$ cat config.mk
export PLATFORM = sky130hd
export DESIGN_NAME = i2s_tx
export DESIGN_NICKNAME = d
export VERILOG_FILES = /design/src/common/audio_pkg.sv /design/src/hw/i2s_tx.sv
export SDC_FILE = /design/constraint.sdc
export NUM_CORES = 1
export LEC_CHECK = 0
export BUFFER_PORTS_ARGS = -buffer_cell sky130_fd_sc_hd__buf_2
export CAP_MARGIN = 10
export CORE_MARGIN = 2
export CORE_UTILIZATION = 50
export CTS_CLUSTER_DIAMETER = 150
export DETAILED_ROUTE_END_ITERATION = 12
export PLACE_DENSITY = 0.7
export SYNTH_ARGS = -nofsm -noshare
export SYNTH_HDL_FRONTEND = slang
export SYNTH_SLANG_ARGS = --single-unit
$ cat constraint.sdc
create_clock -name clk -period 1.7 [get_ports clk]
set_input_delay 0.34 -clock clk [delete_from_list [all_inputs] [get_ports clk]]
set_output_delay 0.34 -clock clk [all_outputs]
set_load 0.1 [all_outputs]
$ cat src/common/audio_pkg.sv
package audio_pkg;

    // sample and coefficient formats
    localparam int pcm_w  = 24;   // pcm sample width
    localparam int coef_w = 16;   // coef q1.15, gain q4.12
    localparam int acc_w  = 48;   // fir accumulator

    // filter bank shape
    localparam int num_bands   = 2;
    localparam int num_taps    = 4;
    localparam int num_coefs   = num_bands * num_taps;
    localparam int band_w      = $clog2(num_bands);
    localparam int tap_w       = $clog2(num_taps);
    localparam int coef_addr_w = 3;   // {band, tap}
    localparam int eq_sel_w    = 8;   // band select field of the eq register

    // i2s framing
    localparam int slot_bits = 24;                   // bits per channel slot
    localparam int bclk_div  = 4;                    // clk per half bclk
    localparam int div_cnt_w = $clog2(bclk_div);
    localparam int bit_cnt_w = $clog2(slot_bits + 1); // wide enough for pcm_w too

    // fixed point
    localparam int fir_shift = 15;   // drop q1.15 fraction
    localparam int eq_shift  = 12;   // drop q4.12 fraction

    localparam logic signed [acc_w-1:0] pcm_max = acc_w'((1 << (pcm_w - 1)) - 1);
    localparam logic signed [acc_w-1:0] pcm_min = -pcm_max - 1;

    // clamp a wide signed value into pcm range
    function automatic logic [pcm_w-1:0] sat_pcm(input logic signed [acc_w-1:0] x);
        if (x > pcm_max)
            return pcm_max[pcm_w-1:0];
        if (x < pcm_min)
            return pcm_min[pcm_w-1:0];
        return x[pcm_w-1:0];
    endfunction

endpackage

$ cat src/hw/i2s_tx.sv
`timescale 1ns/1ps

module i2s_tx import audio_pkg::*; (
    input  logic             clk,
    input  logic             rst,
    input  logic [pcm_w-1:0] l_pcm,
    input  logic [pcm_w-1:0] r_pcm,
    input  logic             pcm_stb,
    output logic             bclk,
    output logic             lrclk,
    output logic             sdata
);

    logic [div_cnt_w-1:0] div_cnt;
    logic [bit_cnt_w-1:0] bit_cnt;      // bclk periods into the slot
    logic [pcm_w-1:0]     l_hold;       // last mix result
    logic [pcm_w-1:0]     r_hold;
    logic [pcm_w-1:0]     r_frame;      // right word of the running frame
    logic [pcm_w-1:0]     sh;
    logic                 tick;
    logic                 bclk_fall;

    assign tick      = (div_cnt == div_cnt_w'(bclk_div - 1));
    assign bclk_fall = tick & bclk;     // lrclk and data move on falling bclk

    always_ff @(posedge clk) begin
        if (rst) begin
            div_cnt <= '0;
            bit_cnt <= '0;
            bclk    <= 1'b0;
            lrclk   <= 1'b0;
            sdata   <= 1'b0;
            l_hold  <= '0;
            r_hold  <= '0;
            r_frame <= '0;
            sh      <= '0;
        end else begin
            if (pcm_stb) begin   // newest words win
                l_hold <= l_pcm;
                r_hold <= r_pcm;
            end

            div_cnt <= tick ? '0 : div_cnt + 1'b1;
            if (tick)
                bclk <= ~bclk;

            if (bclk_fall) begin
                sdata <= sh[pcm_w-1];   // old lsb leaves on the lrclk edge
                if (bit_cnt == bit_cnt_w'(slot_bits - 1)) begin
                    bit_cnt <= '0;
                    lrclk   <= ~lrclk;
                    if (lrclk) begin
                        // frame start, take both words together
                        sh      <= l_hold;
                        r_frame <= r_hold;
                    end else begin
                        sh <= r_frame;
                    end
                end else begin
                    bit_cnt <= bit_cnt + 1'b1;
                    sh      <= {sh[pcm_w-2:0], 1'b0};
                end
            end
        end
    end

endmodule

# Word-level counts from Yosys, hierarchy flattened
# Index checks and enable logic that the tools add are counted.
[totals] romBits=0 ramBits=0 reg_bits=106 mem_count=0 latchBits=0 wordCells=22 input_bits=51
[op_classes] shift=0 n_reduce_logical=3 multipliers=0 div=0 n_bitwise=3 n_lt_le_gt_ge=0 eq_ne=2 add_sub_neg=2 n_mux=3
[ops] cell="24-bit 2-to-1 mux" count=2
[ops] cell="5-bit by 1-bit adder with 5-bit output (second input constant)" count=1
[ops] cell="5-bit equality test (second input constant)" count=1
[ops] cell="5-bit 2-to-1 mux" count=1
[ops] cell="3-bit AND reduction" count=1
[ops] cell="2-bit by 1-bit adder with 2-bit output (second input constant)" count=1
[ops] cell="2-bit equality test (second input constant)" count=1
[ops] cell="1-bit inverter" count=2
[ops] cell="2-bit AND reduction" count=1
[ops] cell="2-bit OR reduction" count=1
[ops] cell="1-bit AND" count=1

# Depth between registers and ports, before layout
[logic_depth] depth_word=3 depth_mapped=7 mapped_depth_nobuf=4

# Worst setup path before layout
# No wires, ideal clock.
[synth_path] path_kind="register -> register" startpoint="reg bclk" endpoint="reg sh[10]" t_arrival_ns=1.984 path_buffers=3 slack_ns=-0.371 synth_period_minus_slack_ns=2.071 stages_incl_launch_ff=7 required_time_ns=1.613 path_cell_list="dfxtp_1 -> buf_4 -> nand2_4 -> or2_1 -> clkbuf_1 -> buf_2 -> o31ai_1"
[synth_between] elab_chain_len=1
[synth_lines] item="start: declaration" line="i2s_tx.sv:9" text="output logic bclk,"
[synth_lines] item="start signal: assignment" line="i2s_tx.sv:45" text="bclk <= ~bclk;"
[synth_lines] item="1-bit AND" line="i2s_tx.sv:24" text="assign bclk_fall = tick & bclk;"
[synth_lines] item="end signal: assignment" line="i2s_tx.sv:54" text="sh <= l_hold;"
[synth_lines] item="end signal: assignment" line="i2s_tx.sv:57" text="sh <= r_frame;"
[synth_lines] item="end signal: assignment" line="i2s_tx.sv:61" text="sh <= {sh[pcm_w-2:0], 1'b0};"
[synth_lines] item="end: declaration" line="i2s_tx.sv:19" text="logic [pcm_w-1:0] sh;"
# Every way passes these cells.
# A chain may end at the register's enable or synchronous reset.

# Final worst setup path
[layout_path] startpoint="reg bclk" endpoint="out bclk"
# No word-level cell between the ends.

==> out/summary.txt <==
FF+latch count, synth = 106
Final WL = 8.59 mm
Worst Path Max Fanout = 8
Leakage = 2.03 nW
# placed instances = 603
Synth area leader = dfxtp_1
Final Hold Fails = 0
Initial antenna violation count = 0
Status = finished clean
Mean Syn Cell Area = 9.55 sq um
Mapped Area = 4430 sq um
Hold/Removal Path Class = input port to register
Most frequent cell after synthesis = dfxtp_1
Skew final = 0.00920 ns
Largest cells by area after synthesis = dfxtp_1, mux2i_1, nand2b_1, nor2_1, a211oi_1
DIE HEIGHT = 98.1 microns
TritonCTS Buffers = 9
Post-synthesis xor/xnor area fraction = 0.00395
Clk buf depth = 2
Final Util = 0.582
Seq/Total Area, Yosys = 0.479
CTS root buffer = clkbuf_8
# resized after CTS = 0
Post-synth EDFFs = 0
Minimum clock period = 1.57 ns
Yosys warns = 0
Die ar. = 9630 sq um
DRT Pass-1 Iters = 6
Post-Synthesis Cells = 464
I/O pins = 54
Complex-gate fraction of the synthesized area = 0.0898
RD Place Congestion = 0.789
Worst slew pin tran = 0.500 ns
Final #Nets = 559
N_diodes = 0
Worst-path clk slew = 0.10 ns
WS Path Type = register to output pin
Syn-to-layout area delta = 13.4%
Simple-gate share of the synthesized area = 0.213
PD cells = 887 nW/um^2
Residual DRC = 0
Most used DFF post-synth = dfxtp_1
Fin crit share = 0.924
Worst endpoint data arrival time = 1.23 ns
Post-CTS setup buffer count = 0
Peak VDD IR = 501 uV
Global Route Usage Sum = 0.187
Multiplexer area fraction after synthesis = 0.167
Worst-Skew Late Latency = 0.37 ns
Antenna Violating Nets Remaining = 0
Rel. slew slack = 0.669
Wire per inst = 13.9 microns
Via density = 5.19
Worst Path Buf+Inv = 1
Combinational family with the most area after synthesis = simple AND/OR/NAND/NOR gates
Share of cells above drive strength 1 = 0.170
Final setup TNS = 0 ns
CTS tree = done
Most frequent cells after synthesis = dfxtp_1, mux2i_1, nor2_1
Core ar. = 8640 sq um
Hpwl dp = 5.92 mm
DR vias = 3213
Yosys cell types = 30
Max incr delay on CP = 0.45 ns
H-tree levels = 3
Fillers = 772
Max-Cap Viols = 0
Worst-path cell chain = buf_2
Largest net degree at the start of global routing = 89
Synth async-reset ratio = 0
Clock sinks = 106
DR iter-0 viols = 134
RSZ-0062 raised after global routing = false
Grt ovf = 0
Adder-Cell Fraction of Synth Area = 0.00565
Fmax achieved = 0.637 GHz
Vias in the first global route = 3056
# port buffers = 53
WP data required = 1.36 ns
Crit path launch type = register
Slowest-stage cell, CP = buf_2
Hold Buf Count CTS = 0
Row Count = 34
Kind of cell adding the most delay to the critical path = buffers and inverters
Worst Setup End Kind = output pin
Die Wd = 98.1 microns
Post-synth top area share = 0.479
Global-route wire length before repair = 14.7 mm
Synth Net Count = 517
Fin cells = 619
Starting Density = 0.513
Fin. max-slew vios = 0
# setup viols final = 0
-- layout make-up --
cell class	count	area [sq um]	share of cell area
Clock inverter	5	63.8	0.0127
Clock buffer	11	131	0.0261
Sequential cell	106	2130	0.423
Multi-Input combinational cell	321	2120	0.423
Timing Repair Buffer	68	443	0.0881
Tap cell	108	135	0.0269
-- placed cells by master, fill, tap and decap left out, types with 4 or more instances in the layout --
master	n
a211oi_1	23
a21oi_1	5
buf_12	5
buf_2	52
buf_4	11
clkbuf_8	9
dfxtp_1	104
mux2i_1	74
nand2_1	26
nand2b_1	48
nand3_1	4
nor2_1	74
nor2b_1	24
o31ai_1	23
-- state kept, by name, summed over array words and instances (netlist names) --
signal   cells
l_hold      24
bclk         1
div_cnt      2
sh          24
lrclk        1
sdata        1
bit_cnt      5
r_hold      24
r_frame     24
-- layer usage --
metal	part of all wire	vias to the layer above	GRT usage	wire (microns)
met3	0.048	8	0.0465	410
met1	0.49	1482	0.263	4200
li1	-	1664	-	-
met2	0.45	59	0.290	3870
met5	0	-	0	0
met4	0.012	0	0.0513	102
-- final timing paths --
path              cells past startpoint                       to                    start  slack, ns
setup / recovery                      1                     bclk        bclk$_SDFFE_PP0N_       0.13
setup reg to reg                      4  bit_cnt[3]$_SDFFE_PP0N_  bit_cnt[0]$_SDFFE_PP0N_       0.16
hold reg to reg                       1    div_cnt[0]$_SDFF_PP0_    div_cnt[0]$_SDFF_PP0_       0.44
hold / removal                        3   r_hold[3]$_SDFFE_PP0P_                 r_pcm[3]       0.20
-- worst reg2reg max path, cell delays in order (launching register included) --
cell     delay [ns]
dfxtp_1        0.35
ha_1           0.25
and4b_1        0.23
or4_1          0.51
a21oi_1        0.14
-- per-stage QoR --
stage	hold WS (ns)	total power, mW	instance area [sq um]	worst slack (ns)
after floorplan	0.404	2.86	4430	0.0935
after global routing	0.184	4.64	5020	0.0400
final	0.196	4.46	5020	0.130
after detailed placement	0.429	2.98	4830	0.178
after CTS	0.185	4.51	5020	0.112
after global placement	0.412	2.96	4830	0.234
-- cell families (layout without fill, tap and decap cells) --
logic type / after synthesis / after routing
AO/OA/AOI/OAI: 55 / 55
XOR/XNOR: 2 / 2
adder cells (fa/ha/maj): 2 / 2
buffers and inverters: 37 / 84
flip-flops: 106 / 106
multiplexers: 74 / 74
AND/OR/NAND/NOR: 188 / 188
-- report_power, final --
part	internal [mW]	switching, mW	total (mW)
clock network	0.693	0.851	1.54
logic	0.154	0.154	0.308
registers	2.56	0.0487	2.61
total	3.40	1.05	4.46
No activity file was read; power rests on OpenSTA's default activity.
