==> config.mk <==
export PLATFORM = sky130hd
export DESIGN_NAME = eq_mixer
export DESIGN_NICKNAME = d
export VERILOG_FILES = /design/src/common/audio_pkg.sv /design/src/hw/eq_mixer.sv
export SDC_FILE = /design/constraint.sdc
export NUM_CORES = 2
export LEC_CHECK = 0
export ABC_AREA = 0
export BUFFER_PORTS_ARGS = -buffer_cell sky130_fd_sc_hd__buf_2
export CAP_MARGIN = 20
export CORE_ASPECT_RATIO = 0.75
export CORE_MARGIN = 2
export CORE_UTILIZATION = 48
export DETAILED_ROUTE_END_ITERATION = 8
export PLACE_DENSITY = 0.67
export SKIP_CTS_REPAIR_TIMING = 1
export SLEW_MARGIN = 25
export SYNTH_ARGS = -nofsm -noshare
export SYNTH_HDL_FRONTEND = slang
export SYNTH_SLANG_ARGS = --single-unit
export TNS_END_PERCENT = 5
==> constraint.sdc <==
create_clock -name clk -period 23.4 [get_ports clk]
set_input_delay 4.68 -clock clk [delete_from_list [all_inputs] [get_ports clk]]
set_output_delay 4.68 -clock clk [all_outputs]
set_load 0.1 [all_outputs]
==> src/common/audio_pkg.sv <==
package audio_pkg;

    // sample and coefficient formats
    localparam int pcm_w  = 24;   // pcm sample width
    localparam int coef_w = 16;   // coef q1.15, gain q4.12
    localparam int acc_w  = 48;   // fir accumulator

    // filter bank shape
    localparam int num_bands   = 2;
    localparam int num_taps    = 4;
    localparam int num_coefs   = num_bands * num_taps;
    localparam int band_w      = $clog2(num_bands);
    localparam int tap_w       = $clog2(num_taps);
    localparam int coef_addr_w = 3;   // {band, tap}
    localparam int eq_sel_w    = 8;   // band select field of the eq register

    // i2s framing
    localparam int slot_bits = 24;                   // bits per channel slot
    localparam int bclk_div  = 4;                    // clk per half bclk
    localparam int div_cnt_w = $clog2(bclk_div);
    localparam int bit_cnt_w = $clog2(slot_bits + 1); // wide enough for pcm_w too

    // fixed point
    localparam int fir_shift = 15;   // drop q1.15 fraction
    localparam int eq_shift  = 12;   // drop q4.12 fraction

    localparam logic signed [acc_w-1:0] pcm_max = acc_w'((1 << (pcm_w - 1)) - 1);
    localparam logic signed [acc_w-1:0] pcm_min = -pcm_max - 1;

    // clamp a wide signed value into pcm range
    function automatic logic [pcm_w-1:0] sat_pcm(input logic signed [acc_w-1:0] x);
        if (x > pcm_max)
            return pcm_max[pcm_w-1:0];
        if (x < pcm_min)
            return pcm_min[pcm_w-1:0];
        return x[pcm_w-1:0];
    endfunction

endpackage

==> src/hw/eq_mixer.sv <==
`timescale 1ns/1ps

module eq_mixer import audio_pkg::*; (
    input  logic                       clk,
    input  logic                       rst,
    input  logic [num_bands*pcm_w-1:0] band_l,
    input  logic [num_bands*pcm_w-1:0] band_r,
    input  logic                       band_stb,
    input  logic                       eq_wr,
    input  logic [eq_sel_w-1:0]        eq_sel,
    input  logic [coef_w-1:0]          eq_gain,
    output logic [pcm_w-1:0]           mix_l,
    output logic [pcm_w-1:0]           mix_r,
    output logic                       mix_stb
);

    logic signed [coef_w-1:0] gain [num_bands];   // q4.12 per band
    logic signed [acc_w-1:0]  wsum_l;
    logic signed [acc_w-1:0]  wsum_r;
    logic signed [acc_w-1:0]  sum_l;              // stage 1 result
    logic signed [acc_w-1:0]  sum_r;
    logic                     sum_vld;

    always_ff @(posedge clk) begin
        if (rst) begin
            for (int b = 0; b < num_bands; b++)
                gain[b] <= '0;
        end else if (eq_wr && eq_sel < eq_sel_w'(num_bands)) begin   // out of range ignored
            gain[eq_sel[band_w-1:0]] <= eq_gain;
        end
    end

    // weighted band sum per channel
    always_comb begin
        wsum_l = '0;
        wsum_r = '0;
        for (int b = 0; b < num_bands; b++) begin
            wsum_l = wsum_l + $signed(band_l[b*pcm_w +: pcm_w]) * gain[b];
            wsum_r = wsum_r + $signed(band_r[b*pcm_w +: pcm_w]) * gain[b];
        end
    end

    always_ff @(posedge clk) begin
        if (rst) begin
            sum_vld <= 1'b0;
            mix_stb <= 1'b0;
        end else begin
            sum_vld <= band_stb;
            mix_stb <= sum_vld;   // band_stb + 2
        end
    end

    always_ff @(posedge clk) begin
        if (band_stb) begin
            sum_l <= wsum_l;
            sum_r <= wsum_r;
        end
        if (sum_vld) begin   // drop q4.12 fraction, clamp
            mix_l <= sat_pcm(sum_l >>> eq_shift);
            mix_r <= sat_pcm(sum_r >>> eq_shift);
        end
    end

endmodule

# Yosys cells after proc, flatten, opt, wreduce, memory -nomap -nowiden
# Memories as Yosys holds them, arrays and structs flattened.
# Index checks and enable logic that the tools add are counted.
[word_totals]
regBits = 132
latch_bits = 0
ramBits = 32
rom_bits = 0
output_inout_bits = 49
wordCells = 46
n_memories = 1
[op_classes]
n_addsub = 2
multipliers = 4
div_mod_pow = 0
n_lt_le_gt_ge = 5
eq_ne = 0
shift = 0
n_mux = 26
bitwise_logic = 0
reduce_logical = 2
[mem_list]
columns = ["name", "words", "width", "read_ports", "rd_ports_with_merged_regs", "wr", "line", "source"]
rows = [
  ["gain", 2, 16, 2, 0, 2, "eq_mixer.sv:17", "logic signed [coef_w-1:0] gain [num_bands];"],
]
[ops]
columns = ["op", "count"]
rows = [
  ["$mux W24", 8],
  ["$mul A24 B16 Y40", 4],
  ["$add A40 B40 Y41", 2],
  ["$gt A29 B24 Y1 const B", 2],
  ["$lt A29 B24 Y1 const B", 2],
  ["$mux W1", 17],
  ["$mux W16", 1],
  ["$reduce_or A16 Y1", 1],
  ["$lt A8 B2 Y1 const B", 1],
  ["$logic_and A1 B1 Y1", 1],
]

# Depth between registers and ports, before layout
[depth]
depth_word = 7
ltp_mapped = 28
ltp_nobuf = 27

# Worst setup path before layout
# OpenSTA, ideal clock, no wires.
[synth_path]
kind = "in2reg"
from = "input band_l[47]"
to = "register, netlist name sum_l[40]"
setup_time_ns = 0.268
arrival_time_ns = 11.444
slack_ns = 11.688
path_stages = 23
cell_sequence = "clkbuf_1 nand2_1 fa_1 fa_1 inv_1 fa_1 fa_1 fa_1 fa_1 fa_1 inv_1 fa_1 inv_1 ha_1 a21o_1 a21o_1 a21oi_1 o21ai_0 and2_1 or2_4 a311o_1 a2111oi_2 nor3b_1"
[synth_via]
elab_chain_len = 2
[synth_lines]
columns = ["item", "line", "source"]
rows = [
  ["from (decl)", "eq_mixer.sv:6", "input logic [num_bands*pcm_w-1:0] band_l,"],
  ["$mul A24 B16 Y40", "eq_mixer.sv:38", "wsum_l = wsum_l + $signed(band_l[b*pcm_w +: pcm_w]) * gain[b];"],
  ["$add A40 B40 Y41", "eq_mixer.sv:38", ""],
  ["net wsum_l[40]", "eq_mixer.sv:18", "logic signed [acc_w-1:0] wsum_l;"],
]
# The timed path passes the listed nets, and every way through them passes these cells.
# A chain may end at the register's enable or synchronous reset.

# Worst setup path after layout
[layout_path]
from = "input band_r[47]"
to = "register, netlist name sum_r[40]"
[layout_via]
elab_chain_len = 2
[layout_lines]
columns = ["item", "line", "source"]
rows = [
  ["from (decl)", "eq_mixer.sv:7", "input logic [num_bands*pcm_w-1:0] band_r,"],
  ["$mul A24 B16 Y40", "eq_mixer.sv:39", "wsum_r = wsum_r + $signed(band_r[b*pcm_w +: pcm_w]) * gain[b];"],
  ["$add A40 B40 Y41", "eq_mixer.sv:39", ""],
  ["net wsum_r[40]", "eq_mixer.sv:19", "logic signed [acc_w-1:0] wsum_r;"],
]
# The timed path passes the listed nets, and every way through them passes these cells.

==> flow_summary.yaml <==
status:
  status: "complete, no violations"
floorplan:
  die_w_um: 410
  coreArea_mm2: 0.122
  die_area_mm2: 0.126
  rows: 111
  io_pins: 173
  dieHeight_um: 308
  start_util_pct: 48.4
logic_synthesis:
  synth.distinct_cells: 53
  yosys_warnings: 0
  postSynthAreaPerCell_um2: 9.67
  synth-seq-cells: 140
  yosys-top-cells-count: "1769 x inv_1, 1646 x fa_1, 889 x nand2_1"
  ys.flop_type: "edfxtp_1"
  synthTopCellsByArea: "fa_1 56%, inv_1 11%, ha_1 7.1%"
  ys_seq_area_share_pct: 7.07
  synthCells: 6120
  synthesis.nets: 8228
  yosysTopAreaCell: "fa_1"
  synth_edf_count: 138
  synth.most_common_cell: "inv_1"
  synth_top_area_share_pct: 55.7
  syn-cell-area_mm2: 0.0592
  synthArstFlopShare_pct: 0
clock_network:
  clockRootBuffer: "clkbuf_16"
  clkLatencyLatePin_ns: 0.57
  cts_made_buffers: 17
  clk_pin_slew_ns: 0.07
  clk_path_buf_depth: 2
  cts_tree: "yes"
  htreeDepth: 4
  cts.sinks: 140
cells_and_area:
  fillerInstances: 11200
  synthToLayoutAreaGrowth_pct: 5.01
  post-route-util_pct: 50.9
  final_area_mm2: 0.0622
  layout-drive-gt1-share_pct: 4.34
  nNetsFinal: 8200
sta:
  timing.final.crit_share_pct: 51.3
  whs_ns: 0.520
  fin_tns_setup_ns: 0
  maxSlewViolCount: 0
  clock_skew_ns: 0.0441
  rsz0062_at_grt: "false"
  max_freq_ghz: 0.0833
  max_slew_margin_pct: 30.1
  fin_crit_ns: 12.00
  hold_viol: 0
  finalSetupViolCount: 0
  worstMarginPinSlew_ns: 1.05
run:
  maxCapViolations: 0
global_route:
  overflow: 0
  grt_pass1_vias: 43700
  gr-usage-met3_pct: 3.96
  met2_usage_pct: 39.1
  grt_max_degree: 60
  track_usage_pct: 24.6
  grt_antenna_before_repair: 16
  grt_pass1_wl_um: 241000
  use_met1_pct: 35.9
  busiest_layer: "met2"
routing:
  route.vias.total: 38900
  drc: 0
  drt-total-wl_um: 144000
  via_per_inst: 5.02
  drt_pass1_iterations: 5
  wl_per_cell_um: 18.5
  drt_iter0_drc: 2248
  ant_nets: 0
placed_design:
  gp_congestion: 0.876
  portBuffers: 172
  dpl-instance-area_mm2: 0.0614
  dp_hpwl_um: 124000
worst_hold_path:
  hold_depth: 1
  hold_path_class: "flop to flop"
critical_path:
  rr_endpoint: "sum_l[40]"
  critPathRequiredTime_ns: 23.69
  worstSetupPathType: "primary input to flop"
  worst_ep_arrival_time_ns: 12.29
  r2r_cells: 24
  critPathLaunch: "band_r[47]"
  cp-start-kind: "primary input"
  endpoint: "sum_r[40]"
  cp-end-kind: "flop"
  regToRegSetupSlack_ns: 14.78
  worstReg2RegStart: "gain[1][2]"
  cp_max_fo: 16
[cell usage in the layout, fill, tap and decap left out, types with 9 or more instances in the layout]
cell type	instances
inv_1	1769
fa_1	1646
nand2_1	889
and2_1	599
ha_1	338
buf_2	171
edfxtp_1	138
a21o_1	71
xnor2_1	62
nor2_1	59
nand2b_1	49
a21oi_1	43
buf_4	38
xor2_1	29
nor2b_1	23
clkbuf_16	17
o21ai_0	13
nand3_1	13
o21bai_1	12
nand4_1	11
nor3_1	11
buf_8	11
o21ai_1	9
[cell families (layout without fill, tap and decap cells)]
family,after synthesis,after routing,share of synthesized area [%]
fa+ha+maj,1984,1984,62.8
flops,140,140,7.07
buf+inv,2039,2024,12.9
compound gates,192,192,2.20
xor+xnor,91,91,1.35
other cells,0,5,0
simple gates,1674,1674,13.7
[how the worst min path moves through the flow]
stage | start | endpoint | slack (ns)
floorplan | sum_l[12] | mix_l[0] | 0.50
global placement | sum_l[18] | mix_l[6] | 0.50
detailed placement | sum_l[12] | mix_l[0] | 0.50
CTS | sum_l[22] | mix_l[10] | 0.52
global route | sum_l[19] | mix_l[7] | 0.54
finish | sum_l[22] | mix_l[10] | 0.52
[metrics by stage]
stage | worst slack (ns) | std cells
2_1_floorplan | 11.69 | 6120
3_3_place_gp | 10.93 | 7699
3_5_place_dp | 10.93 | 7699
4_1_cts | 11.47 | 7731
5_1_grt | 11.05 | 7747
6_report | 11.40 | 7748
[final cells by class]
class | instances | area, µm² | share of cell area [%]
Timing Repair Buffer | 222 | 1330 | 2.14
Inverter | 1770 | 6640 | 10.7
Sequential cell | 140 | 4190 | 6.74
Tap cell | 1638 | 2050 | 3.30
Clock buffer | 17 | 425 | 0.684
Multi-Input combinational cell | 3941 | 47400 | 76.2
Clock inverter | 15 | 129 | 0.207
Antenna cell | 5 | 12.5 | 0.0201
[flip-flops by register name, indices dropped and copies added, names as in the netlist]
register and count:
gain 32, mix_l 24, mix_r 24, mix_stb 1, sum_l 29, sum_r 29
sum_vld 1
[layer usage]
layer / up-vias / wire length, µm
met4: 0 / 1940
met5: - / 0
met2: 1175 / 66400
met3: 128 / 10100
met1: 20500 / 65200
li1: 17100 / -
[critical path: stages]
cell and delay, ns:
buf_2 0.19, nand2_1 0.59, inv_1 0.25, fa_1 0.54
inv_1 0.05, fa_1 0.50, inv_1 0.05, fa_1 0.45
fa_1 0.50, fa_1 0.63, fa_1 0.48, fa_1 0.49
inv_1 0.05, fa_1 0.47, inv_1 0.05, ha_1 0.31
nand4_1 0.16, or3_1 0.40, o211ai_1 0.11, a211oi_1 0.11
o2bb2ai_2 0.40, a21oi_1 0.22, o211ai_1 0.32, a21oi_1 0.13
xnor2_1 0.13
Power is left out: the tool's default activity adds up to more than one toggle a clock period on the data nets, which glitch-free logic cannot reach.
