## src/common/audio_pkg.sv

```systemverilog
package audio_pkg;

    // sample and coefficient formats
    localparam int pcm_w  = 24;   // pcm sample width
    localparam int coef_w = 16;   // coef q1.15, gain q4.12
    localparam int acc_w  = 48;   // fir accumulator

    // filter bank shape
    localparam int num_bands   = 2;
    localparam int num_taps    = 4;
    localparam int num_coefs   = num_bands * num_taps;
    localparam int band_w      = $clog2(num_bands);
    localparam int tap_w       = $clog2(num_taps);
    localparam int coef_addr_w = 3;   // {band, tap}
    localparam int eq_sel_w    = 8;   // band select field of the eq register

    // i2s framing
    localparam int slot_bits = 24;                   // bits per channel slot
    localparam int bclk_div  = 4;                    // clk per half bclk
    localparam int div_cnt_w = $clog2(bclk_div);
    localparam int bit_cnt_w = $clog2(slot_bits + 1); // wide enough for pcm_w too

    // fixed point
    localparam int fir_shift = 15;   // drop q1.15 fraction
    localparam int eq_shift  = 12;   // drop q4.12 fraction

    localparam logic signed [acc_w-1:0] pcm_max = acc_w'((1 << (pcm_w - 1)) - 1);
    localparam logic signed [acc_w-1:0] pcm_min = -pcm_max - 1;

    // clamp a wide signed value into pcm range
    function automatic logic [pcm_w-1:0] sat_pcm(input logic signed [acc_w-1:0] x);
        if (x > pcm_max)
            return pcm_max[pcm_w-1:0];
        if (x < pcm_min)
            return pcm_min[pcm_w-1:0];
        return x[pcm_w-1:0];
    endfunction

endpackage

```

## src/common/ctrl_pkg.sv

```systemverilog
package ctrl_pkg;

    // audio_control register bits
    localparam int ctrl_w       = 8;
    localparam int ctl_bypass   = 0;   // input lines straight to dac
    localparam int ctl_enable   = 1;   // run the filter path
    localparam int ctl_coef_clr = 2;   // rising edge zeroes coef memory

    localparam int aud_en_dly = 2;     // clk from enable to filtering

    // coef memory owner for one cycle
    typedef enum logic [1:0] {
        grant_none,
        grant_fir,
        grant_cpu,
        grant_clr
    } arb_grant_e;

    // fir engine sequence
    typedef enum logic [1:0] {
        st_idle,    // wait for sample_stb
        st_load,    // coef read requested
        st_mac,     // coef_q valid, accumulate both channels
        st_store    // shift, saturate, next band
    } fir_state_e;

endpackage

```

## src/fir/coef_store.sv

```systemverilog
`timescale 1ns/1ps

module coef_store import audio_pkg::*, ctrl_pkg::*; (
    input  logic                   clk,
    input  logic                   rst,
    input  logic                   fir_rd,
    input  logic [coef_addr_w-1:0] fir_addr,
    output logic                   fir_gnt,
    output logic [coef_w-1:0]      coef_q,
    input  logic                   coef_wr,
    input  logic [coef_addr_w-1:0] coef_addr,
    input  logic [coef_w-1:0]      coef_wdata,
    input  logic                   coef_clr
);

    logic [coef_w-1:0]      mem [num_coefs];   // single port
    logic                   pend_vld;          // one-deep cpu write slot
    logic [coef_addr_w-1:0] pend_addr;
    logic [coef_w-1:0]      pend_data;
    logic                   clr_q;
    logic                   clr_active;
    logic [coef_addr_w-1:0] clr_cnt;
    arb_grant_e             gnt;

    ////////////////////////////////////////////////////////////////////////////
    // arbiter: fir read > clear > cpu write

    always_comb begin
        if (fir_rd)
            gnt = grant_fir;
        else if (clr_active)
            gnt = grant_clr;
        else if (pend_vld)
            gnt = grant_cpu;
        else
            gnt = grant_none;
    end

    assign fir_gnt = (gnt == grant_fir);

    always_ff @(posedge clk) begin
        if (rst) begin
            for (int i = 0; i < num_coefs; i++)
                mem[i] <= '0;
            coef_q     <= '0;
            pend_vld   <= 1'b0;
            clr_q      <= 1'b0;
            clr_active <= 1'b0;
            clr_cnt    <= '0;
        end else begin
            case (gnt)
                grant_fir: coef_q <= mem[fir_addr];   // valid next cycle
                grant_clr: begin
                    mem[clr_cnt] <= '0;
                    clr_cnt      <= clr_cnt + 1'b1;
                    if (clr_cnt == coef_addr_w'(num_coefs - 1))
                        clr_active <= 1'b0;
                end
                grant_cpu: begin
                    mem[pend_addr] <= pend_data;
                    pend_vld       <= 1'b0;
                end
                default: ;
            endcase

            if (coef_wr) begin   // overwrites a slot still waiting
                pend_vld  <= 1'b1;
                pend_addr <= coef_addr;
                pend_data <= coef_wdata;
            end

            clr_q <= coef_clr;
            if (coef_clr && !clr_q) begin   // restart on every rising edge
                clr_active <= 1'b1;
                clr_cnt    <= '0;
            end
        end
    end

endmodule

```

## config.mk

```make
export PLATFORM = sky130hd
export DESIGN_NAME = coef_store
export DESIGN_NICKNAME = d
export VERILOG_FILES = /design/src/common/audio_pkg.sv /design/src/common/ctrl_pkg.sv /design/src/fir/coef_store.sv
export SDC_FILE = /design/constraint.sdc
export NUM_CORES = 1
export LEC_CHECK = 0
export ABC_AREA = 0
export BUFFER_PORTS_ARGS = -buffer_cell sky130_fd_sc_hd__buf_4
export CORE_ASPECT_RATIO = 0.9
export CORE_MARGIN = 4
export CORE_UTILIZATION = 45
export CTS_CLUSTER_DIAMETER = 30
export DETAILED_ROUTE_END_ITERATION = 16
export PLACE_DENSITY = 0.66
export SKIP_LAST_GASP = 1
export SYNTH_ARGS = -nofsm -noshare
export SYNTH_HDL_FRONTEND = slang
export SYNTH_SLANG_ARGS = --single-unit
```

## constraint.sdc

```tcl
create_clock -name clk -period 3.8 [get_ports clk]
set_clock_uncertainty 0.05 [all_clocks]
set_input_delay 0.19 -clock clk [delete_from_list [all_inputs] [get_ports clk]]
set_output_delay 0.19 -clock clk [all_outputs]
set_load 0.03 [all_outputs]
```

# Yosys cells after proc, flatten, opt, wreduce, memory -nomap -nowiden
# Memories as Yosys holds them, arrays and structs flattened. A register that Yosys moved wholly into a read port is not among the register bits.
# Cells that the tools add are included.
# Widths: inputs -> output; s select.
dict set report op_classes {
  bitwise_logic 1
  reduce_logical 10
  n_eq_ne 4
  n_addsub 1
  mux 22
}
# op count
set op_table {}
lappend op_table {{$mux 16} 2}
lappend op_table {{$reduce_or 16->1} 2}
lappend op_table {{$mux 1} 15}
lappend op_table {{$mux 2} 3}
lappend op_table {{$mux 3} 2}
lappend op_table {{$reduce_bool 2->1} 3}
lappend op_table {{$eq 2x2->1 const B} 2}
lappend op_table {{$reduce_and 2->1} 2}
lappend op_table {{$add 3x1->3 const B} 1}
lappend op_table {{$eq 3x3->1 const B} 1}
lappend op_table {{$eq 2x1->1 const B} 1}
lappend op_table {{$reduce_or 2->1} 1}
lappend op_table {{$logic_and 1x1->1} 1}
lappend op_table {{$logic_not 1->1} 1}
lappend op_table {{$not 1->1} 1}
dict set report word_totals {
  input_bits 27
  ff_bits 25
  memories 1
  elab_cells 45
  output_inout_bits 17
  ramBits 128
}
# memory depth word_bits rd rd_ports_with_merged_regs wr line_no
set mem_list {}
lappend mem_list {mem 8 16 1 1 8 coef_store.sv:16} ;# logic [coef_w-1:0] mem [num_coefs];

# Longest topological paths before layout
dict set report logic_depth {
  word_depth 10
  ltp_mapped 7
}

# Worst setup path after synthesis
# OpenSTA, ideal clock, no wires.
dict set report synth_timing {
  kind {reg-to-reg}
  startpoint {register clr_active}
  endpoint {memory mem[1][0], enable pin}
  path_stages_with_launch 7
  arrival_ps 2342
  required_time_ps 3358
  path_slack_ps 1015
  period_less_slack_ps 2785
  cell_sequence {dfxtp_1 > nor4b_4 > buf_6 > mux2i_2 > nand2_2 > buf_2 > o21bai_1}
}
# item line_no
set synth_rtl {}
lappend synth_rtl {{from (decl)} coef_store.sv:21} ;# logic clr_active;
lappend synth_rtl {{from (signal assigned)} coef_store.sv:48} ;# clr_active <= 1'b0;
lappend synth_rtl {{from (signal assigned)} coef_store.sv:57} ;# clr_active <= 1'b0;
lappend synth_rtl {{from (signal assigned)} coef_store.sv:74} ;# clr_active <= 1'b1;
lappend synth_rtl {{to (decl)} coef_store.sv:16}

==> flow_summary.json <==
{
  "outcome": "complete, no violations",
  "worstReg2RegStart": "clr_active$_SDFFE_PP0P_",
  "die_w_um": 141,
  "fin_crit_ns": 2.94,
  "grt_pass1_wl_mm": 25.9,
  "hold_class": "input pin to register",
  "cts_setup_buffers": 0,
  "synth_top_area_cell": "edfxtp_1",
  "peakVddDrop_v": 0.000494,
  "antenna_found_initial": 0,
  "worst-setup-path-type": "register to register",
  "synth_adder_area_share": 0.00347,
  "reg2reg_depth": 4,
  "synthCells": 531,
  "synthToLayoutAreaGrowth_pct": 16.6,
  "whs_ns": 0.111,
  "syn_avg_cell_area_sq_um": 13.6,
  "route.detailed.drc": 0,
  "die_h_um": 128,
  "fin_crit_sh": 0.773,
  "diodes": 0,
  "nNetsFinal": 614,
  "yosys.area_share.simple": 0.126,
  "p_per_area_mw_per_mm2": 482,
  "synth_nets": 560,
  "vias_per_cell": 5.70,
  "nFillCells": 1277,
  "crit_required_ns": 3.81,
  "path_clk_slew_ns": 0.06,
  "wl_per_cell_um": 21.5,
  "grt_max_degree": 65,
  "synth_compound_area_frac": 0.0614,
  "layout-drive-gt1-share": 0.204,
  "cp-end-kind": "register",
  "slew_headroom": 0.171,
  "fp.dieArea_sq_mm": 0.0181,
  "synth_xor_xnor_area_share": 0.00121,
  "numCtsBuffers": 17,
  "synth_flop_cell": "edfxtp_1",
  "synthMuxAreaShare": 0.106,
  "synth_top_area_frac": 0.612,
  "drv_cap": 0,
  "grt_overflow_total": 0,
  "worstSetupStartpoint": "clr_active$_SDFFE_PP0P_",
  "cts_root_buffer": "clkbuf_16",
  "grt_pass1_vias": 4332,
  "synth_cell_types": 35,
  "synthesis.area_sq_mm": 0.00721,
  "drtAntennaViolNets": 0,
  "final_cell_mix": "edfxtp_1, nor2_1, nor3_1",
  "cts_resized": 0,
  "rsz0062_at_grt": "no",
  "slowest_stage": "nand2b_1",
  "worst_pin_slew_ns": 1.24,
  "cts_hold_buf": 21,
  "endpoint": "mem[0][2]$_SDFFCE_PN0P_",
  "critPathArrivalTime_ns": 2.94,
  "synth_edf_count": 147,
  "globalplace.congestion": 0.853,
  "clockBufferDepth": 2,
  "core_area_sq_mm": 0.0155,
  "port_buffers": 43,
  "htreeDepth": 4,
  "fmax_mhz": 341,
  "ys_warn_count": 0,
  "start_util": 0.464,
  "wirelength_mm": 17.2,
  "postSynth.asyncResetShare": 0,
  "grt_use_total": 0.196,
  "final-max-slew-violation-count": 0,
  "cts_sinks": 169,
  "rrSetupSlack_ns": 0.86,
  "path_cells": "nor4b_4 -> mux2i_2 -> nand3_2 -> nand2b_1",
  "cts_tree": "yes",
  "hold_viol": 0,
  "rows": 43,
  "tns_ns": 0,
  "hpwl_mm": 11.2,
  "leakage_nw": 2.95,
  "synthTopCellsByArea": "edfxtp_1, dfxtp_1, mux2_2, mux2i_1, nor2_1",
  "ys_seq_area_frac": 0.673,
  "startpoint_type": "register",
  "synth-seq-cells": 169,
  "worst_skew_pair.late_latency_ns": 0.43,
  "crit_path_max_fanout": 17,
  "slowest_delay_ns": 0.72,
  "dr.pass1.iters": 5,
  "final_common_cell": "edfxtp_1",
  "vias": 4559,
  "drt_iter0_drc": 471,
  "ios": 44,
  "synth_top_family_by_area": "simple AND/OR/NAND/NOR gates",
  "timing.rr.end": "mem[0][2]$_SDFFCE_PN0P_",
  "setup_viol": 0
}
==> routing by layer <==
layer,share of wire,vias to the layer above,global-route usage
met5,0,-,0
met4,0.019,0,0.0609
met3,0.089,22,0.0500
met2,0.47,195,0.306
met1,0.42,2236,0.273
li1,-,2106,-
==> sequential cells by signal, indices dropped and copies added, names as in the netlist <==
signal      cells
coef_q         16
clr_q           1
clr_active      1
pend_vld        1
pend_data      16
mem           128
clr_cnt         3
pend_addr       3
==> cell usage after synthesis, types with 4 or more instances <==
| cell type | count |
|---|---|
| edfxtp_1 | 147 |
| nor2_1 | 86 |
| nor3_1 | 64 |
| mux2i_1 | 34 |
| mux2_2 | 33 |
| dfxtp_1 | 22 |
| nand2_1 | 20 |
| clkbuf_1 | 18 |
| a211oi_1 | 16 |
| a221o_1 | 11 |
| o22ai_1 | 11 |
| buf_2 | 10 |
| nand2b_1 | 8 |
| a22oi_1 | 5 |
| buf_6 | 5 |
| o221ai_1 | 5 |
| o21bai_1 | 4 |
==> kinds of logic (layout without fill, tap and decap cells) <==
kind of cell | after synthesis | in the layout
multiplexers | 70 | 70
flip-flops | 169 | 169
buffers and inverters | 40 | 107
XOR/XNOR | 1 | 1
AO/OA/AOI/OAI | 58 | 58
AND/OR/NAND/NOR | 191 | 191
adder cells (fa/ha/maj) | 2 | 2
==> final cells by class <==
class	count	area, sq um	share of cell area
Tap cell	202	253	0.0300
Multi-Input combinational cell	322	2150	0.256
Clock inverter	2	10.0	0.00119
Sequential cell	169	4850	0.577
Inverter	2	7.51	0.000892
Clock buffer	30	536	0.0637
Timing Repair Buffer	73	601	0.0714
==> worst max-delay path, delay by kind of cell, from the launching register on <==
| kind | cells | cell delay (ns) |
|---|---|---|
| muxes | 1 | 0.44 |
| and+or+nand+nor | 3 | 1.69 |
| DFF | 1 | 0.39 |
==> worst min-delay path by stage <==
stage,startpoint,endpoint,slack [ns],cells past startpoint
6_report,rst,clr_q$_SDFF_PP0_,0.11,2
5_1_grt,rst,clr_q$_SDFF_PP0_,0.11,2
4_1_cts,rst,clr_q$_SDFF_PP0_,0.09,2
3_5_place_dp,coef_wdata[1],pend_data[1]$_DFFE_PP_,0.32,1
3_3_place_gp,coef_wdata[2],pend_data[2]$_DFFE_PP_,0.32,1
2_1_floorplan,coef_addr[0],pend_addr[0]$_DFFE_PP_,0.24,0
==> report_power, final <==
part	switching, mW	internal [mW]
sequential	0.0306	2.09
combinational	0.198	0.128
clock	0.657	0.944
==> metrics by stage <==
step | utilization | cell area, sq um | setup WS, ns | cells | total power [mW]
floorplan | - | 7210 | 1.02 | 531 | 2.35
global placement | 0.492 | 7660 | 0.945 | 747 | 2.46
detailed placement | 0.492 | 7660 | 0.864 | 747 | 2.47
CTS | 0.541 | 8410 | 0.881 | 800 | 4.06
global route | 0.541 | 8410 | 0.699 | 800 | 4.18
finish | 0.541 | 8410 | 0.863 | 800 | 4.05
Power figures use the tool's default switching activity.
