`config.mk`:
```
export PLATFORM = sky130hd
export DESIGN_NAME = fir_bank
export DESIGN_NICKNAME = d
export VERILOG_FILES = /design/src/common/audio_pkg.sv /design/src/common/ctrl_pkg.sv /design/src/fir/fir_bank.sv
export SDC_FILE = /design/constraint.sdc
export NUM_CORES = 2
export LEC_CHECK = 0
export ABC_CLOCK_PERIOD_IN_PS = 21400
export BUFFER_PORTS_ARGS = -buffer_cell sky130_fd_sc_hd__buf_2
export CAP_MARGIN = 30
export CORE_MARGIN = 3
export CORE_UTILIZATION = 40
export CTS_BUF_LIST = sky130_fd_sc_hd__clkbuf_2 sky130_fd_sc_hd__clkbuf_4 sky130_fd_sc_hd__clkbuf_8
export DETAILED_ROUTE_END_ITERATION = 8
export PLACE_DENSITY = 0.67
export SKIP_LAST_GASP = 1
export SLEW_MARGIN = 20
export SYNTH_ARGS = -nofsm -noshare
export SYNTH_HDL_FRONTEND = slang
export SYNTH_SLANG_ARGS = --single-unit
```
`constraint.sdc`:
```
create_clock -name clk -period 21.4 [get_ports clk]
set_input_delay 2.14 -clock clk [delete_from_list [all_inputs] [get_ports clk]]
set_output_delay 2.14 -clock clk [all_outputs]
set_load 0.02 [all_outputs]
```
`src/common/audio_pkg.sv`:
```
package audio_pkg;

    // sample and coefficient formats
    localparam int pcm_w  = 24;   // pcm sample width
    localparam int coef_w = 16;   // coef q1.15, gain q4.12
    localparam int acc_w  = 48;   // fir accumulator

    // filter bank shape
    localparam int num_bands   = 2;
    localparam int num_taps    = 4;
    localparam int num_coefs   = num_bands * num_taps;
    localparam int band_w      = $clog2(num_bands);
    localparam int tap_w       = $clog2(num_taps);
    localparam int coef_addr_w = 3;   // {band, tap}
    localparam int eq_sel_w    = 8;   // band select field of the eq register

    // i2s framing
    localparam int slot_bits = 24;                   // bits per channel slot
    localparam int bclk_div  = 4;                    // clk per half bclk
    localparam int div_cnt_w = $clog2(bclk_div);
    localparam int bit_cnt_w = $clog2(slot_bits + 1); // wide enough for pcm_w too

    // fixed point
    localparam int fir_shift = 15;   // drop q1.15 fraction
    localparam int eq_shift  = 12;   // drop q4.12 fraction

    localparam logic signed [acc_w-1:0] pcm_max = acc_w'((1 << (pcm_w - 1)) - 1);
    localparam logic signed [acc_w-1:0] pcm_min = -pcm_max - 1;

    // clamp a wide signed value into pcm range
    function automatic logic [pcm_w-1:0] sat_pcm(input logic signed [acc_w-1:0] x);
        if (x > pcm_max)
            return pcm_max[pcm_w-1:0];
        if (x < pcm_min)
            return pcm_min[pcm_w-1:0];
        return x[pcm_w-1:0];
    endfunction

endpackage

```
`src/common/ctrl_pkg.sv`:
```
package ctrl_pkg;

    // audio_control register bits
    localparam int ctrl_w       = 8;
    localparam int ctl_bypass   = 0;   // input lines straight to dac
    localparam int ctl_enable   = 1;   // run the filter path
    localparam int ctl_coef_clr = 2;   // rising edge zeroes coef memory

    localparam int aud_en_dly = 2;     // clk from enable to filtering

    // coef memory owner for one cycle
    typedef enum logic [1:0] {
        grant_none,
        grant_fir,
        grant_cpu,
        grant_clr
    } arb_grant_e;

    // fir engine sequence
    typedef enum logic [1:0] {
        st_idle,    // wait for sample_stb
        st_load,    // coef read requested
        st_mac,     // coef_q valid, accumulate both channels
        st_store    // shift, saturate, next band
    } fir_state_e;

endpackage

```
`src/fir/fir_bank.sv`:
```
`timescale 1ns/1ps

module fir_bank import audio_pkg::*, ctrl_pkg::*; (
    input  logic                           clk,
    input  logic                           rst,
    input  logic                           sample_stb,
    input  logic [pcm_w-1:0]               x_l,
    input  logic [pcm_w-1:0]               x_r,
    output logic                           fir_rd,
    output logic [coef_addr_w-1:0]         fir_addr,
    input  logic                           fir_gnt,
    input  logic [coef_w-1:0]              coef_q,
    output logic [num_bands*pcm_w-1:0]     band_l,
    output logic [num_bands*pcm_w-1:0]     band_r,
    output logic                           band_stb
);

    fir_state_e              state;
    logic [band_w-1:0]       band_idx;
    logic [tap_w-1:0]        tap_idx;
    logic signed [pcm_w-1:0] dl_l [num_taps];   // [0] is the newest sample
    logic signed [pcm_w-1:0] dl_r [num_taps];
    logic signed [acc_w-1:0] acc_l;
    logic signed [acc_w-1:0] acc_r;

    assign fir_rd   = (state == st_load);
    assign fir_addr = coef_addr_w'({band_idx, tap_idx});

    ////////////////////////////////////////////////////////////////////////////
    // sequencer and delay lines

    always_ff @(posedge clk) begin
        if (rst) begin
            state    <= st_idle;
            band_idx <= '0;
            tap_idx  <= '0;
            band_stb <= 1'b0;
            for (int i = 0; i < num_taps; i++) begin
                dl_l[i] <= '0;
                dl_r[i] <= '0;
            end
        end else begin
            band_stb <= 1'b0;
            case (state)
                st_idle: if (sample_stb) begin   // busy strobes are dropped
                    for (int i = num_taps - 1; i > 0; i--) begin
                        dl_l[i] <= dl_l[i-1];
                        dl_r[i] <= dl_r[i-1];
                    end
                    dl_l[0]  <= x_l;
                    dl_r[0]  <= x_r;
                    band_idx <= '0;
                    tap_idx  <= '0;
                    state    <= st_load;
                end
                st_load: if (fir_gnt)
                    state <= st_mac;
                st_mac: begin
                    tap_idx <= tap_idx + 1'b1;   // wraps to 0 after last tap
                    state   <= (tap_idx == tap_w'(num_taps - 1)) ? st_store : st_load;
                end
                st_store: begin
                    if (band_idx == band_w'(num_bands - 1)) begin
                        band_stb <= 1'b1;
                        state    <= st_idle;
                    end else begin
                        band_idx <= band_idx + 1'b1;
                        state    <= st_load;
                    end
                end
                default: state <= st_idle;
            endcase
        end
    end

    ////////////////////////////////////////////////////////////////////////////
    // mac datapath, one coef read serves both channels

    always_ff @(posedge clk) begin
        case (state)
            st_idle: begin
                acc_l <= '0;
                acc_r <= '0;
            end
            st_mac: begin
                acc_l <= acc_l + $signed(coef_q) * dl_l[tap_idx];
                acc_r <= acc_r + $signed(coef_q) * dl_r[tap_idx];
            end
            st_store: begin
                band_l[band_idx*pcm_w +: pcm_w] <= sat_pcm(acc_l >>> fir_shift);
                band_r[band_idx*pcm_w +: pcm_w] <= sat_pcm(acc_r >>> fir_shift);
                acc_l <= '0;   // fresh sum for next band
                acc_r <= '0;
            end
            default: ;
        endcase
    end

endmodule

```
; Word level (Yosys, flattened, before mapping)
; Memories as Yosys holds them, arrays and structs flattened. A register that Yosys moved wholly into a read port is not among the register bits.
; Cells that the tools add are included.
; W data, S select, Z words.
[classes]
n_div = 0
n_reduce_logical = 9
magnitude_cmp = 4
eq_ne = 6
n_mul = 3
mux = 53
bitwise_logic = 9
shift = 3
addsub = 5
[op_table]
columns = op, n
row1 = $mux W24, 18
row2 = $pmux W48 S2, 2
row3 = $add A48 B40 Y48, 2
row4 = $bwmux W48, 2
row5 = $shiftx A24 B34 Y48, 2
row6 = $mul A16 B24 Y40, 2
row7 = $gt A33 B24 Y1 const B, 2
row8 = $lt A33 B24 Y1 const B, 2
row9 = $shift A24 B34 Y48 const A, 1
row10 = $neg A6 Y34, 1
row11 = $mux W1, 20
row12 = $mux W2, 8
row13 = $or A1 B1 Y1, 8
row14 = $pmux W2 S4, 1
row15 = $eq A2 B2 Y1 const B, 3
row16 = $reduce_and A2 Y1, 3
row17 = $reduce_bool A2 Y1, 3
row18 = $pmux W2 S2, 1
row19 = $reduce_or A2 Y1, 2
row20 = $mul A1 B2 Y3 const B, 1
row21 = $add A2 B1 Y2 const B, 1
row22 = $eq A2 B1 Y1 const B, 1
row23 = $logic_not A2 Y1, 1
row24 = $ne A2 B1 Y1 const B, 1
row25 = other kinds (4), 4
[totals]
ff_bits = 198
output_inout_bits = 101
latchBits = 0
rom_bits = 0
in_bits = 68
wordCells = 102
ram_bits = 192
n_memories = 2
[mem_list]
columns = memory, depth, word_bits, read_ports, rd_clocked_by_memory_dff, wr, line_no
row1 = dl_l, 4, 24, 4, 1, 4, fir_bank.sv:21  ; logic signed [pcm_w-1:0] dl_l [num_taps];
row2 = dl_r, 4, 24, 4, 1, 4, fir_bank.sv:22  ; logic signed [pcm_w-1:0] dl_r [num_taps];

; Longest topological paths before layout
[logic_depth]
ltp_word = 10
depth_mapped = 27
depth_no_buf = 25

; Worst setup path after synthesis
; Ideal clock, no wire load.
[synth_path]
path_type = input to register
start = input port coef_q[1]
end = register acc_l[45], data pin
setup_slack_ns = 13.179
t_required_ns = 21.130
stages = 23
n_path_buf = 1
setup_time_ns = 0.270
t_arrival_ns = 7.951
cell_sequence = clkbuf_1 nand2_1 inv_1 fa_1 fa_1 inv_1 fa_1 inv_1 fa_1 fa_1 inv_1 fa_1 inv_1 ha_1 a21o_1 a21o_1 a21o_1 a21o_1 a22o_1 or3_1 o2111ai_1 and3_1 nor3_1
[synth_via]
elab_chain_cells = 3
[synth_rtl]
columns = item, line_no
row1 = "start, declared", fir_bank.sv:12  ; input logic [coef_w-1:0] coef_q,
row2 = $mul A16 B24 Y40, fir_bank.sv:86  ; acc_l <= acc_l + $signed(coef_q) * dl_l[tap_idx];
row3 = $add A48 B40 Y48, fir_bank.sv:86
row4 = $pmux W48 S2, fir_bank.sv:80  ; case (state)
row5 = "end signal, assigned", fir_bank.sv:86
row6 = "end, declared", fir_bank.sv:23  ; logic signed [acc_w-1:0] acc_l;
; No other way between the ends.
; A chain may end at the register's enable or synchronous reset.

; Final worst setup path
; Ends and elaborated chain as after synthesis.

==> results by group <==
Detailed routing
  • Post-detailed-route count of antenna-violating nets: 0
  • Routed len/inst: 18.44 µm
  • Vias/cell: 4.953
  • Drt first-iter violations: 1,918
  • Routed wire length: 116,800 µm
  • Vias: 31,380
  • DR pass1 iterations: 5
  • Drc violations: 0

Layout
  • Filler cells: 11,140
  • Fin cells: 6,334
  • Share of layout cells above drive strength 1: 0.08605
  • Area delta synth->final: 8.756%
  • Most frequent cells in the layout: inv_1 (1,021), fa_1 (900), and2_1 (544)
  • Commonest non-fill, non-tap cell in the layout: inv_1
  • Final nets: 5,907

Logic synthesis
  • Synth warnings: 0
  • Ys async rst share: 0
  • Leading cell types by total area after synthesis: fa_1 (37%), edfxtp_1 (24%), inv_1 (7.9%)
  • Cell area after synthesis: 48,340 µm²
  • Synth Register Bits: 392
  • Mapped Avg Cell Area: 10.56 µm²
  • Synth Instances: 4,580
  • Sequential fraction of the synthesis area: 0.2418
  • Synth cell types: 72
  • Post-synth top area share: 0.3727
  • Number of synthesized flops with an enable pin: 384
  • Post-synth top flop: edfxtp_1
  • Cell accounting for the most synthesized area: fa_1
  • Syn Nets: 5,816

Clocking
  • TritonCTS Sinks: 392
  • Setup Fix Bufs, Post-CTS: 0
  • CTS tree: done
  • Root buffer cell: clkbuf_8
  • TritonCTS buffer count: 75
  • H-tree depth: 3
  • Clock Tree Buf Depth: 3
  • Post-CTS Hold Buffers: 0
  • CTS clock-pin slew for the worst setup and hold paths: 0.06 ns
  • Post-cts sizing count: 0
  • Worst skew pair latency: 0.73 ns

Placed design
  • Routability-driven placement congestion ratio: 0.8975
  • HPWL after DPL: 88,980 µm
  • Placed Cells: 6,191
  • Quantity of I/O buffers inserted on ports: 168

Global route
  • Global-route wire length before repair: 192,400 µm
  • Vias in the first global route: 35,030
  • Total track usage: 0.1944
  • Gr ovfl total: 0
  • Pin count of the biggest net entering global routing: 78
  • Initial antenna violation count: 8

Critical path
  • CP arrival: 8.96 ns
  • CP max stage cell: fa_1
  • CP bufs+invs: 7
  • Startpoint Class: primary input
  • Crit-path max cell delay: 0.59 ns
  • CP top delay family: adder cells
  • Critical path required time: 21.81 ns
  • Crit path max fanout: 48
  • Most frequent CP cell: fa_1
  • Crit end category: flip-flop
  • Setup CP Type: in -> reg
  • Crit path cell chain: buf_2 > buf_4 > nand2_1 > inv_1 > fa_1 > fa_1 > inv_1 > fa_1 > inv_1 > fa_1 > inv_1 > fa_1 > inv_1 > fa_1 > ha_1 > a21oi_1 > o21bai_1 > a21o_1 > a21o_1 > or3b_2 > o22a_1 > o2111ai_1 > and3_1 > nor3_1

Floorplan
  • Rows: 126
  • Core Area: 119,000 µm²
  • Die X: 353.6 µm
  • Die height: 353.6 µm
  • Initial Utilization: 0.4061
  • Die ar.: 125,100 µm²
  • Top Ports: 169

Timing
  • Slew of the pin with the lowest slew margin: 0.9953 ns
  • Final hold vios: 0
  • Post-Route Setup TNS: 0 ns
  • Final Cycle Share: 0.3994
  • Fmax: 0.1170 GHz
  • Minimum clock period: 8.546 ns
  • Worst Skew: 0.06787 ns
  • Final count of negative-setup-slack endpoints: 0
  • Slew Viols, Final: 0
  • RSZ-0062 raised after global routing: false
  • Slew headroom: 0.3365

Min path
  • Worst Hold Class: reg -> reg

Outcome
  • Status: complete, no violations

Run
  • Max Cap Violations: 0
-- layout make-up --
class | instances | area, µm² | area share
Multi-Input combinational cell | 2971 | 32110 | 0.6108
Sequential cell | 392 | 11700 | 0.2225
Inverter | 1023 | 3842 | 0.07308
Tap cell | 1600 | 2002 | 0.03808
Timing Repair Buffer | 208 | 1250 | 0.02377
Clock buffer | 91 | 1152 | 0.02192
Clock inverter | 45 | 506.7 | 0.009638
Antenna cell | 4 | 10.01 | 0.0001904
-- sequential cells by signal, summed over array words and instances, names as in the netlist, named ones only --
| register | cells |
|---|---|
| acc_l | 48 |
| acc_r | 48 |
| band_r | 48 |
| tap_idx | 2 |
| dl_r | 96 |
| dl_l | 96 |
| band_l | 48 |
| band_stb | 1 |
| band_idx | 1 |
| state | 2 |
-- per-layer routing --
metal / vias up / global-route usage / routed length, µm
met5: - / 0 / 27
met4: 4 / 0.06032 / 3279
met3: 189 / 0.03385 / 7306
met2: 983 / 0.3320 / 57190
met1: 16040 / 0.2523 / 48990
li1: 14160 / - / -
-- cell families after synthesis --
family / synth area share
xor+xnor: 0.01359
buf+inv: 0.09470
mux: 0.02381
simple gates: 0.1405
compound gates: 0.04348
fa+ha+maj: 0.4421
flops: 0.2418
-- final timing paths --
kind / from / to / slack, ns / depth (start not counted)
worst max-delay path: coef_q[1] / acc_l[45] / 12.85 / 24
worst min-delay path: dl_r[2][12] / dl_r[3][12] / 0.54 / 1
worst max register to register: flip-flop / acc_r[45] / 13.19 / 22
worst min register to register: dl_r[2][12] / dl_r[3][12] / 0.54 / 1
-- per-stage QoR --
step	instance area, µm²	util	worst slack [ns]	hold WS [ns]
after global placement	50730	0.4262	12.32	0.5219
after global routing	52570	0.4417	12.53	0.5624
after floorplan	48340	-	13.18	0.5183
after CTS	52500	0.4411	12.87	0.5364
final	52580	0.4417	12.85	0.5350
after detailed placement	50840	0.4271	12.18	0.5330
-- synth_stat cells (7+ instances only) --
cell      instances
xor2_1           28
inv_1          1023
nand2b_1         17
nand3_1          23
clkbuf_1        185
a31oi_1          16
o21bai_1         13
nor3_1           19
o21ai_0          43
fa_1            900
mux2i_1           7
nor2_1          226
a21o_1           47
mux4_2           48
and2_1          545
xnor2_1          47
edfxtp_1        384
nor2b_1          40
nor4_1            8
dfxtp_1           8
nand4_1           9
a211oi_1         13
o21a_1            8
and3_1           17
nand2_1         438
a21oi_1         109
ha_1            268
Power is not shown: default switching activity piles up to over one toggle a cycle in this logic, so the estimate is an artifact.
